===== src/hdl/rv_params.svh =====
`ifndef RV_PARAMS_SVH
`define RV_PARAMS_SVH

// ==========================================================================
// Core sizing
// ==========================================================================

// Data path and address width
`define XLEN 32

// Integer registers including x0
`define NREGS 32

// Data memory depth in words
`define DMEM_WORDS 64

`endif


===== src/hdl/rvIsaPkg.sv =====
package rvIsaPkg;

  // ==========================================================================
  // Opcodes of the supported integer subset
  // ==========================================================================
  typedef enum logic [6:0] {
    opLoad   = 7'b0000011,  // lw
    opStore  = 7'b0100011,  // sw
    opReg    = 7'b0110011,  // add sub and or slt
    opImm    = 7'b0010011,  // addi andi ori slti
    opBranch = 7'b1100011,  // beq
    opJal    = 7'b1101111
  } opcodeT;

  // Field layouts, msb first
  typedef struct packed {
    logic [6:0] funct7;
    logic [4:0] rs2;
    logic [4:0] rs1;
    logic [2:0] funct3;
    logic [4:0] rd;
    opcodeT     opcode;
  } rTypeT;

  typedef struct packed {
    logic [11:0] imm;
    logic [4:0]  rs1;
    logic [2:0]  funct3;
    logic [4:0]  rd;
    opcodeT      opcode;
  } iTypeT;

  typedef struct packed {
    logic [6:0] immHi;   // imm[11:5]
    logic [4:0] rs2;
    logic [4:0] rs1;
    logic [2:0] funct3;
    logic [4:0] immLo;   // imm[4:0]
    opcodeT     opcode;
  } sTypeT;

  typedef struct packed {
    logic       imm12;
    logic [5:0] imm10to5;
    logic [4:0] rs2;
    logic [4:0] rs1;
    logic [2:0] funct3;
    logic [3:0] imm4to1;
    logic       imm11;
    opcodeT     opcode;
  } bTypeT;

  typedef struct packed {
    logic       imm20;
    logic [9:0] imm10to1;
    logic       imm11;
    logic [7:0] imm19to12;
    logic [4:0] rd;
    opcodeT     opcode;
  } jTypeT;

  // One instruction word, five views
  typedef union packed {
    rTypeT r;
    iTypeT i;
    sTypeT s;
    bTypeT b;
    jTypeT j;
  } instrU;

  // ALU operations actually produced by the decoder
  typedef enum logic [2:0] {
    aluAdd = 3'd0,
    aluSub = 3'd1,
    aluAnd = 3'd2,
    aluOr  = 3'd3,
    aluSlt = 3'd4
  } aluOpT;

  // Immediate formats
  typedef enum logic [1:0] {immI, immS, immB, immJ} immSelT;

endpackage


===== src/hdl/pipePkg.sv =====
`include "rv_params.svh"

package pipePkg;
  import rvIsaPkg::*;

  // ==========================================================================
  // Control and select encodings
  // ==========================================================================
  typedef enum logic [1:0] {resAlu, resMem, resPcPlus4} resultSelT;

  // Operand source in execute
  typedef enum logic [1:0] {fwdNone, fwdFromWb, fwdFromMem} fwdSelT;

  typedef struct packed {
    logic      regWrite;
    resultSelT resultSel;
    logic      memWrite;
    logic      branch;     // beq
    logic      jump;       // jal
    aluOpT     aluOp;
    logic      aluSrcImm;  // Immediate as second operand
  } ctrlT;

  // ==========================================================================
  // Stage registers
  // ==========================================================================
  typedef struct packed {
    instrU             instr;
    logic [`XLEN-1:0]  pc;
    logic [`XLEN-1:0]  pcPlus4;
  } decRegT;

  typedef struct packed {
    ctrlT              ctrl;
    logic [`XLEN-1:0]  rd1;
    logic [`XLEN-1:0]  rd2;
    logic [`XLEN-1:0]  pc;
    logic [`XLEN-1:0]  imm;
    logic [4:0]        rs1;
    logic [4:0]        rs2;
    logic [4:0]        rd;
    logic [`XLEN-1:0]  pcPlus4;
  } exeRegT;

  typedef struct packed {
    logic              regWrite;
    resultSelT         resultSel;
    logic              memWrite;
    logic [`XLEN-1:0]  aluResult;  // Also the store address
    logic [`XLEN-1:0]  writeData;
    logic [4:0]        rd;
    logic [`XLEN-1:0]  pcPlus4;
  } memRegT;

  typedef struct packed {
    logic              regWrite;
    resultSelT         resultSel;
    logic [`XLEN-1:0]  aluResult;
    logic [`XLEN-1:0]  readData;
    logic [4:0]        rd;
    logic [`XLEN-1:0]  pcPlus4;
  } wbRegT;

endpackage


===== src/hdl/executeUnit.sv =====
`timescale 1ns/1ps
`include "rv_params.svh"

module executeUnit
  import rvIsaPkg::*, pipePkg::*;
(
  input  exeRegT           ex,
  input  fwdSelT           fwdA,
  input  fwdSelT           fwdB,
  input  logic [`XLEN-1:0] resultM,
  input  logic [`XLEN-1:0] resultW,
  output logic [`XLEN-1:0] aluResult,
  output logic [`XLEN-1:0] storeData,
  output logic [`XLEN-1:0] target,
  output logic             zero
);

  logic [`XLEN-1:0] srcA, srcB;
  logic [`XLEN-1:0] bOperand, sum;
  logic             subOp;
  logic             overflow;

  function automatic logic [`XLEN-1:0] fwdMux(input fwdSelT sel,
                                               input logic [`XLEN-1:0] regVal,
                                               input logic [`XLEN-1:0] memVal,
                                               input logic [`XLEN-1:0] wbVal);
    case (sel)
      fwdFromMem: return memVal;
      fwdFromWb:  return wbVal;
      default:    return regVal;
    endcase
  endfunction

  // ==========================================================================
  // Operand select
  // ==========================================================================
  assign srcA      = fwdMux(fwdA, ex.rd1, resultM, resultW);
  assign storeData = fwdMux(fwdB, ex.rd2, resultM, resultW);  // Also sw data
  assign srcB      = ex.ctrl.aluSrcImm ? ex.imm : storeData;

  // Shared adder for add, sub and slt
  assign subOp    = (ex.ctrl.aluOp == aluSub) || (ex.ctrl.aluOp == aluSlt);
  assign bOperand = subOp ? ~srcB : srcB;
  assign sum      = srcA + bOperand + {{(`XLEN-1){1'b0}}, subOp};
  // Signed overflow of a + b or a - b
  assign overflow = ~(subOp ^ srcA[`XLEN-1] ^ srcB[`XLEN-1]) &
                    (srcA[`XLEN-1] ^ sum[`XLEN-1]);

  always_comb begin
    case (ex.ctrl.aluOp)
      aluAnd:  aluResult = srcA & srcB;
      aluOr:   aluResult = srcA | srcB;
      aluSlt:  aluResult = {{(`XLEN-1){1'b0}}, sum[`XLEN-1] ^ overflow};
      default: aluResult = sum;   // add and sub
    endcase
  end

  assign zero   = (aluResult == '0);   // beq compare
  assign target = ex.pc + ex.imm;      // Branch or jal destination

endmodule


===== config.mk =====
export PLATFORM = sky130hd
export DESIGN_NAME = executeUnit
export DESIGN_NICKNAME = d
export VERILOG_FILES = /design/src/hdl/rvIsaPkg.sv /design/src/hdl/pipePkg.sv /design/src/hdl/executeUnit.sv
export VERILOG_INCLUDE_DIRS = /design/src /design/src/hdl
export SDC_FILE = /design/constraint.sdc
export NUM_CORES = 1
export LEC_CHECK = 0
export ABC_AREA = 1
export BUFFER_PORTS_ARGS = -buffer_cell sky130_fd_sc_hd__buf_4
export CORE_AREA = 2 2 136 138
export DETAILED_ROUTE_END_ITERATION = 8
export DIE_AREA = 0 0 138 140
export PLACE_DENSITY = 0.69
export SYNTH_ARGS = -nofsm -noshare
export SYNTH_HDL_FRONTEND = slang
export SYNTH_SLANG_ARGS = --single-unit

===== constraint.sdc =====
create_clock -name vclk -period 5.4
set_input_delay 1.08 -clock vclk [all_inputs]
set_output_delay 1.08 -clock vclk [all_outputs]
set_load 0.005 [all_outputs]

==> flow_summary.toml, run 1 <==
[yosys]
synth-compound-area-share_pct = 27.8
syn_inst = 1297
yosysWarnings = 0
yosys.area_share.simple_pct = 37.0
synth_area_per_cell_um2 = 5.20
synth.cell_area_um2 = 6740
synth_top_family_by_area = "simple AND/OR/NAND/NOR gates"
synthAdderAreaFrac_pct = 12.7
muxShareOfSynthArea_pct = 1.34
synth-xor-area-share_pct = 8.06
synth_cell_types = 52
synthesis.nets = 1617
yosysSeqAreaShare_pct = 0

[grt]
grt_pass1_vias = 9918
grt_max_degree = 26
grt_pass1_wl_um = 51700
antenna_found_initial = 0
overflow = 0
grt.total_usage_pct = 33.1

[flow_run]
drv_cap = 0

[worst_hold_path]
hold_start = "ex[79]"
hold_class = "primary input to output pin"

[finish]
seq_cell_count = 0
final_nets = 2103
synthToLayoutAreaGrowth_pct = 76.1
fill_cells = 1689
multiInputGateArea_um2 = 6760
drive_gt1_share_pct = 42.7
num_antenna_cells = 0
area.sequential_um2 = 0
clockBufferCount = 0

[floorplanning]
die_h_um = 140
fp-row-count = 49
dieWidth_um = 138
initial_utilization_pct = 37.9
io-pin-count = 350
die-area_um2 = 19300
coreArea_um2 = 17800

[timing]
grt_setup_unrepaired = "yes"
period_needed_ns = 5.74
fin_crit_sh_pct = 106
hold_viol = 0
setup_ws_ns = -0.339
setup_violations = 3
timing.fmax_mhz = 174
drv_slew = 0
tightest_slew_ns = 0.533
relSlewSlack_pct = 64.3

[place]
pre_cts_ws_ns = -0.542
portBuffers = 297
gp_congestion = 1.01
dp_hpwl_um = 29600

[power]
leakagePower_nw = 6.24
ir_worst_vdd_mv = 0.151
finalPower_w = 0.00269
p_per_area_nw_per_um2 = 227

[critical_path]
critPathLaunchType = "primary input"
crit_start = "fwdB[0]"
required_ns = 4.32
slowest_delay_ns = 0.34
crit_fanout = 6
critical_path_arrival_ns = 4.66
worstSetupPathType = "primary input to output pin"
crit_path_top_delay_cell = "ha_1"
crit_path_frequent_cell = "nor2_2"
crit_path_end_kind = "output pin"

[clock_network]
hold_buffers = 0

[route]
post_drt_wl_per_cell_um = 17.9
drc_errors = 0
num_vias = 10800
ant_nets = 0
drt_iter0_drc = 850
drtPass1Iterations = 5
vias_per_cell = 5.36
wirelength_um = 35900

[outcome]
violations = "negative setup slack"
outcome = "complete, but fails checks"
==> worst max-delay path, delay by kind of cell <==
family	cells	cell delay [ns]
xor gates and xnor gates	1	0.17
AOI/OAI and AO/OA	2	0.24
adders and majority gates	2	0.64
buffers and inverters	7	0.66
and+or+nand+nor	17	1.85
==> area by class of cell <==
| type | instances | share of cell area (%) |
|---|---|---|
| Inverter | 181 | 5.83 |
| Tap cell | 229 | 2.41 |
| Multi-Input combinational cell | 1074 | 57.0 |
| Timing Repair Buffer | 526 | 34.8 |
==> cells in the mapped netlist (all sizes together) <==
master / n / area (µm²)
a22oi: 1 / 7.51
o21bai: 4 / 30.0
nor3b: 1 / 7.51
ha: 65 / 813
nand3: 78 / 400
nand2: 345 / 1320
nor2: 122 / 463
inv: 180 / 676
xnor2: 27 / 236
o221a: 1 / 11.3
a21oi: 137 / 693
o311ai: 2 / 17.5
fa: 2 / 40.0
buf: 28 / 154
a21boi: 5 / 45.0
a31oi: 4 / 25.0
nand4: 9 / 56.3
and3: 1 / 6.26
xor2: 35 / 307
nor4: 3 / 18.8
a221oi: 3 / 26.3
nand3b: 7 / 52.6
o211ai: 1 / 7.51
or2: 11 / 68.8
clkbuf: 14 / 52.6
a21o: 4 / 30.0
o31ai: 1 / 7.51
mux2i: 9 / 90.1
clkinv: 1 / 3.75
nor3: 11 / 60.1
and2: 6 / 37.5
o21a: 16 / 120
o2111ai: 1 / 8.76
a211oi: 1 / 7.51
o21ai: 157 / 801
a221o: 3 / 30.0
o22ai: 1 / 6.26
==> cell usage in the layout (no fill, tap or decap), drive strengths merged, types with 2 or more instances in the layout <==
cell    count
a21boi      5
a31oi       4
or2        11
o21ai     157
ha         65
a221o       3
mux2i       9
fa          2
a21o        4
nor2      122
o311ai      2
inv       180
a221oi      3
nand2     345
nand4       9
xnor2      27
xor2       35
o21bai      4
nand3b      7
nor3       11
nor4        3
buf       525
and2        6
nand3      78
o21a       16
a21oi     137
==> per-layer routing <==
layer	vias up	GRT usage, %	part of all wire [%]
li1	5239	-	-
met4	0	7.57	3.2
met5	-	0	0
met3	76	4.34	8.3
met2	546	54.8	46
met1	4906	45.7	43
==> stage by stage <==
step / hold slack [ns] / instance area, µm² / setup TNS [ns] / cells / utilization [%]
finish: 2.45 / 11900 / -0.378 / 2010 / 66.8
global route: 2.45 / 11900 / -1.09 / 2010 / 66.8
CTS: 2.45 / 10900 / -0.415 / 1987 / 61.3
detailed placement: 2.45 / 10600 / -2.98 / 1980 / 59.7
global placement: 2.44 / 10600 / -2.55 / 1980 / 59.7
floorplan: 2.26 / 6740 / 0 / 1297 / -
==> worst paths after layout <==
| check | end | cells after the start |
|---|---|---|
| worst max-delay path | zero | 29 |
| worst min-delay path | target[0] | 3 |
==> report_power, final <==
group	switching (W)	internal (W)
registers	0	0
clock network	0	0
logic	0.00139	0.00130
total	0.00139	0.00130
==> cells by family after synthesis <==
| family | count (synthesis) |
|---|---|
| AND/OR/NAND/NOR | 594 |
| buffers and inverters | 223 |
| XOR/XNOR | 62 |
| adder cells (fa/ha/maj) | 67 |
| AO/OA/AOI/OAI | 342 |
| multiplexers | 9 |
==> timing repair <==
action                     in CTS  in global routing
cloned                          0                  1
pin swaps                      24                 99
gates resized for setup        75                214
setup buffers                   7                 25
setup endpoints to repair      14                 18
(Power assumes the default switching activity.)
==> inputs of run 2 (changes only) <==
--- a/config.mk
+++ b/config.mk
@@ -7,11 +7,12 @@
 export NUM_CORES = 1
 export LEC_CHECK = 0
 export ABC_AREA = 1
-export BUFFER_PORTS_ARGS = -buffer_cell sky130_fd_sc_hd__buf_4
-export CORE_AREA = 2 2 136 138
+export BUFFER_PORTS_ARGS = -buffer_cell sky130_fd_sc_hd__buf_2
+export CORE_ASPECT_RATIO = 1.4
+export CORE_MARGIN = 2
+export CORE_UTILIZATION = 30
 export DETAILED_ROUTE_END_ITERATION = 8
-export DIE_AREA = 0 0 138 140
-export PLACE_DENSITY = 0.69
+export PLACE_DENSITY = 0.57
 export SYNTH_ARGS = -nofsm -noshare
 export SYNTH_HDL_FRONTEND = slang
 export SYNTH_SLANG_ARGS = --single-unit
==> run 2 against run 1 <==
Against the previous run: maximum frequency increased by 0.76%; sequential share of layout area unchanged; highest routed layer is now met5; cell count increased by 5.7%; critical endpoint unchanged; clock-buffer cell count unchanged; sequential cell count unchanged; first-iteration DRC count decreased by 38%; global-route usage decreased by 4.9 points; non-clock buffer count increased by 40; utilization decreased by 14 points; via count decreased by 0.43%; the flow still finishes with violations (negative setup slack); critical path depth decreased by 3.
==> flow_summary.toml, run 2 (same netlist as run 1, synthesis figures left out) <==
[grt]
grt_pass1_wl_um = 52800
grt.total_usage_pct = 28.2
overflow = 0
grt_max_degree = 25
antenna_found_initial = 6
grt_pass1_vias = 10300

[critical_path]
crit_start = "fwdB[0]"
critPathLaunchType = "primary input"
critical_path_arrival_ns = 4.62
endpoint = "zero"
crit_path_end_kind = "output pin"
crit_fanout = 5
worstSetupPathType = "primary input to output pin"
required_ns = 4.32

[power]
clockPowerShare_pct = 0
ir_worst_vdd_mv = 0.0734
p_switching_w = 0.00139
seqPwrFrac_pct = 0
p_int_w = 0.00124
leakagePower_nw = 6.26
p_comb_share_pct = 100.0
finalPower_w = 0.00263
p_per_area_nw_per_um2 = 225
swShare_pct = 52.8

[finish]
final_common_cell = "buf_2"
clockBufferCount = 0
area.sequential_um2 = 0
fill_cells = 2328
final_util_pct = 53.3
final_cell_mix = "buf_2, nand2_1, buf_4, inv_1, o21ai_0"
synthToLayoutAreaGrowth_pct = 73.4
final_cells = 2124
final_nets = 2144
final_area_um2 = 11700
drive_gt1_share_pct = 45.0
seq_cell_count = 0

[route]
num_vias = 10700
post_drt_wl_per_cell_um = 16.9
ant_nets = 0
drtPass1Iterations = 6
drt_iter0_drc = 530
drc_errors = 0
vias_per_cell = 5.05
wirelength_um = 35900

[place]
place_inst = 2072
dpl_cell_area_um2 = 10200
gp_congestion = 0.972
dp_hpwl_um = 30000
portBuffers = 297

[timing]
setup_ws_ns = -0.295
relSlewSlack_pct = 53.9
tightest_slew_ns = 0.692
setup_violations = 3
drv_slew = 0
hold_slack_ns = 2.44
timing.fmax_mhz = 176
grt_setup_unrepaired = "yes"
fin_crit_sh_pct = 105
hold_viol = 0
period_needed_ns = 5.70

[floorplanning]
dieWidth_um = 131
fp-row-count = 64
io-pin-count = 350
die_h_um = 181
die-area_um2 = 23700
initial_utilization_pct = 30.7
coreArea_um2 = 21900

[worst_hold_path]
hold_class = "primary input to output pin"
hold_depth = 3

[outcome]
violations = "negative setup slack"
outcome = "complete, but fails checks"

[flow_run]
drv_cap = 0
-- run 2: cell count changes in the layout (fill, tap and decap cells not counted), moves of 7 or more --
| cell | previous run | this run |
|---|---|---|
| buf_2 | 0 | 294 |
| a21oi_2 | 29 | 51 |
| a21oi_1 | 97 | 75 |
| nor2_2 | 31 | 23 |
| o21ai_0 | 111 | 103 |
| buf_12 | 5 | 13 |
| buf_6 | 19 | 12 |
| buf_4 | 497 | 243 |
-- run 2: area by class of cell --
class	instances	area, µm²	area share [%]
Antenna cell	5	12.5	0.107
Timing Repair Buffer	566	3760	32.2
Tap cell	297	372	3.18
Inverter	181	692	5.92
Timing Repair inverter	1	7.51	0.0642
Multi-Input combinational cell	1074	6840	58.5
-- run 2: metal layers --
metal	global-route usage, %	vias up	routed length, µm
met5	0	-	13
met4	8.43	2	1320
met3	3.85	74	2000
met2	50.3	353	17900
met1	34.5	4962	14600
li1	-	5330	-
-- run 2: worst max-delay path, stage by stage --
cell,delay [ns]
buf_8,0.08
inv_6,0.03
ha_4,0.32
clkinvlp_4,0.13
or2_1,0.25
nand3_2,0.10
nand2_1,0.09
xor2_1,0.16
ha_1,0.31
buf_4,0.16
or2_2,0.29
nand3_1,0.09
nand2_1,0.07
nor2_2,0.13
nand2_1,0.08
nor2_2,0.12
nand3_2,0.13
nor2_2,0.13
nand3_1,0.07
nor2_1,0.11
buf_4,0.14
nand4_1,0.09
nor2_1,0.12
nand3_1,0.08
nor2_1,0.12
buf_2,0.13
-- run 2: repair_timing --
item,4_1_cts,5_1_grt
gates resized for setup,100,209
hold buffers,0,0
setup buffers,18,30
endpoints found under the setup margin,13,17
gates cloned,1,1
pin swaps,44,99
-- run 2: worst min-delay path by stage --
| stage | end | startpoint | slack, ns |
|---|---|---|---|
| global placement | target[0] | ex[79] | 2.43 |
| CTS | target[0] | ex[79] | 2.45 |
| finish | target[0] | ex[79] | 2.44 |
| detailed placement | target[0] | ex[79] | 2.45 |
| floorplan | storeData[10] | ex[121] | 2.26 |
| global route | target[0] | ex[79] | 2.46 |
-- run 2: stage by stage --
step | worst slack [ns] | TNS (ns)
after floorplan | 0.271 | 0
after detailed placement | -0.489 | -2.99
final | -0.295 | -0.453
after global placement | -0.455 | -2.77
after CTS | -0.218 | -0.234
after global routing | -0.505 | -2.01
-- run 2: power by group through the flow --
stage          sequential, W  combinational (W)        clock, W
6_report                   0            0.00263  0.000000000124
5_1_grt                    0            0.00286  0.000000000124
4_1_cts                    0            0.00226               0
3_5_place_dp               0            0.00213               0
3_3_place_gp               0            0.00212               0
2_1_floorplan              0            0.00106               0
==> inputs of run 3 (changes only) <==
--- a/config.mk
+++ b/config.mk
@@ -12,7 +12,7 @@
 export CORE_MARGIN = 2
 export CORE_UTILIZATION = 30
 export DETAILED_ROUTE_END_ITERATION = 8
-export PLACE_DENSITY = 0.57
+export PLACE_DENSITY_LB_ADDON = 0.1
 export SYNTH_ARGS = -nofsm -noshare
 export SYNTH_HDL_FRONTEND = slang
 export SYNTH_SLANG_ARGS = --single-unit
==> run 3 against run 2 <==
Against the previous run: the run still ends with negative setup slack left; combinational power fell by 3%; sequential share of layout area did not move; worst setup slack got worse by 0.072 ns; sequential cell count did not move; largest cell class unchanged; largest power group unchanged.
==> flow_summary.toml, run 3 (same netlist as run 1, synthesis figures left out) <==
[grt]
antenna_found_initial = 11
met3_usage_pct = 3.41
grt_max_degree = 27
grt.total_usage_pct = 29.2
grt_pass1_wl_um = 54000
grt_pass1_vias = 10200
grt_use_met1_pct = 35.7
use_met2_pct = 52.7
overflow = 0
top_usage_layer = "met2"

[timing]
fin_crit_sh_pct = 107
hold_slack_ns = 2.44
period_needed_ns = 5.77
drv_slew = 0
setup_violations = 3
timing.fmax_mhz = 173
tightest_slew_ns = 0.595
hold_viol = 0
setup_ws_ns = -0.368
relSlewSlack_pct = 60.0
grt_setup_unrepaired = "yes"

[finish]
final_util_pct = 52.4
drive_gt1_share_pct = 43.5
clockBufferCount = 0
final_cell_mix = "buf_2, nand2_1, buf_4, inv_1, o21ai_0"
synthToLayoutAreaGrowth_pct = 70.5
final_common_cell = "buf_2"
seq_cell_count = 0
final_nets = 2146
area.sequential_um2 = 0

[floorplanning]
die-area_um2 = 23700
coreArea_um2 = 21900
fp-row-count = 64
dieWidth_um = 131
io-pin-count = 350
initial_utilization_pct = 30.7
die_h_um = 181

[power]
p_switching_w = 0.00134
ir_worst_vdd_mv = 0.0926
seqPwrFrac_pct = 0
swShare_pct = 52.6
leakagePower_nw = 6.21
clockPowerShare_pct = 0
finalPower_w = 0.00254
p_int_w = 0.00121
p_comb_share_pct = 100.0
p_per_area_nw_per_um2 = 221

[critical_path]
worstSetupPathType = "primary input to output pin"
crit_fanout = 5
required_ns = 4.32
crit_path_top_delay_cell = "ha_4"
crit_path_frequent_cell = "nor2_2"
crit_path_end_kind = "output pin"
slowest_delay_ns = 0.35
critical_path_arrival_ns = 4.69
critPathLaunchType = "primary input"

[route]
post_drt_wl_per_cell_um = 17.3
drt_iter0_drc = 478
num_vias = 10500
vias_per_cell = 4.93
drtPass1Iterations = 7
ant_nets = 0
wirelength_um = 36700
drc_errors = 0

[clock_network]
hold_buffers = 0

[flow_run]
drv_cap = 0

[place]
portBuffers = 297
gp_congestion = 0.940
dp_hpwl_um = 31500

[worst_hold_path]
hold_class = "primary input to output pin"

[outcome]
violations = "negative setup slack"
outcome = "complete, but fails checks"
[run 3: power by group through the flow]
stage | clock (W) | combinational [W] | sequential, W
2_1_floorplan | 0 | 0.00106 | 0
3_3_place_gp | 0 | 0.00215 | 0
3_5_place_dp | 0 | 0.00215 | 0
4_1_cts | 0 | 0.00226 | 0
5_1_grt | 0.000000000149 | 0.00278 | 0
6_report | 0.000000000149 | 0.00254 | 0
[run 3: layout make-up]
type	instances	area, µm²
multi-input combinational	1074	6680
timing repair inverter	1	6.26
fill	2480	10400
tap	297	372
antenna	6	15.0
inverter	181	689
timing repair buffer	568	3730
[run 3: routing by layer]
metal	share of wire [%]	vias up
li1	-	5335
met1	41	4754
met2	51	328
met3	4.5	71
met4	3.5	8
met5	0.16	-
[run 3: repair_timing]
item                                    4_1_cts  5_1_grt
endpoints found under the setup margin       13       18
buffers inserted                             10       20
endpoints found under the hold margin         0        0
gates resized for setup                      82      193
pin swaps                                    18      101
gates cloned                                  0        3
[run 3: worst max-delay path, delay by kind of cell]
family | cells | cell delay [ns]
simple gates | 17 | 2.07
buf+inv | 7 | 0.71
fa+ha+maj | 2 | 0.66
xor+xnor | 1 | 0.16
[run 3: metrics by stage]
stage                     TNS (ns)  instance area (µm²)  instances  setup slack, ns
after floorplan                  0                 6740       1297            0.271
after global placement       -2.70                10300       2088           -0.477
after detailed placement     -2.89                10300       2088           -0.495
after CTS                   -0.499                10600       2098           -0.281
after global routing         -1.75                11500       2127           -0.557
final                       -0.498                11500       2127           -0.368
[run 3: worst paths after layout]
check	cells after the start	slack [ns]	to	start
setup / recovery	27	-0.37	zero	fwdB[0]
hold / removal	3	2.44	target[0]	ex[79]
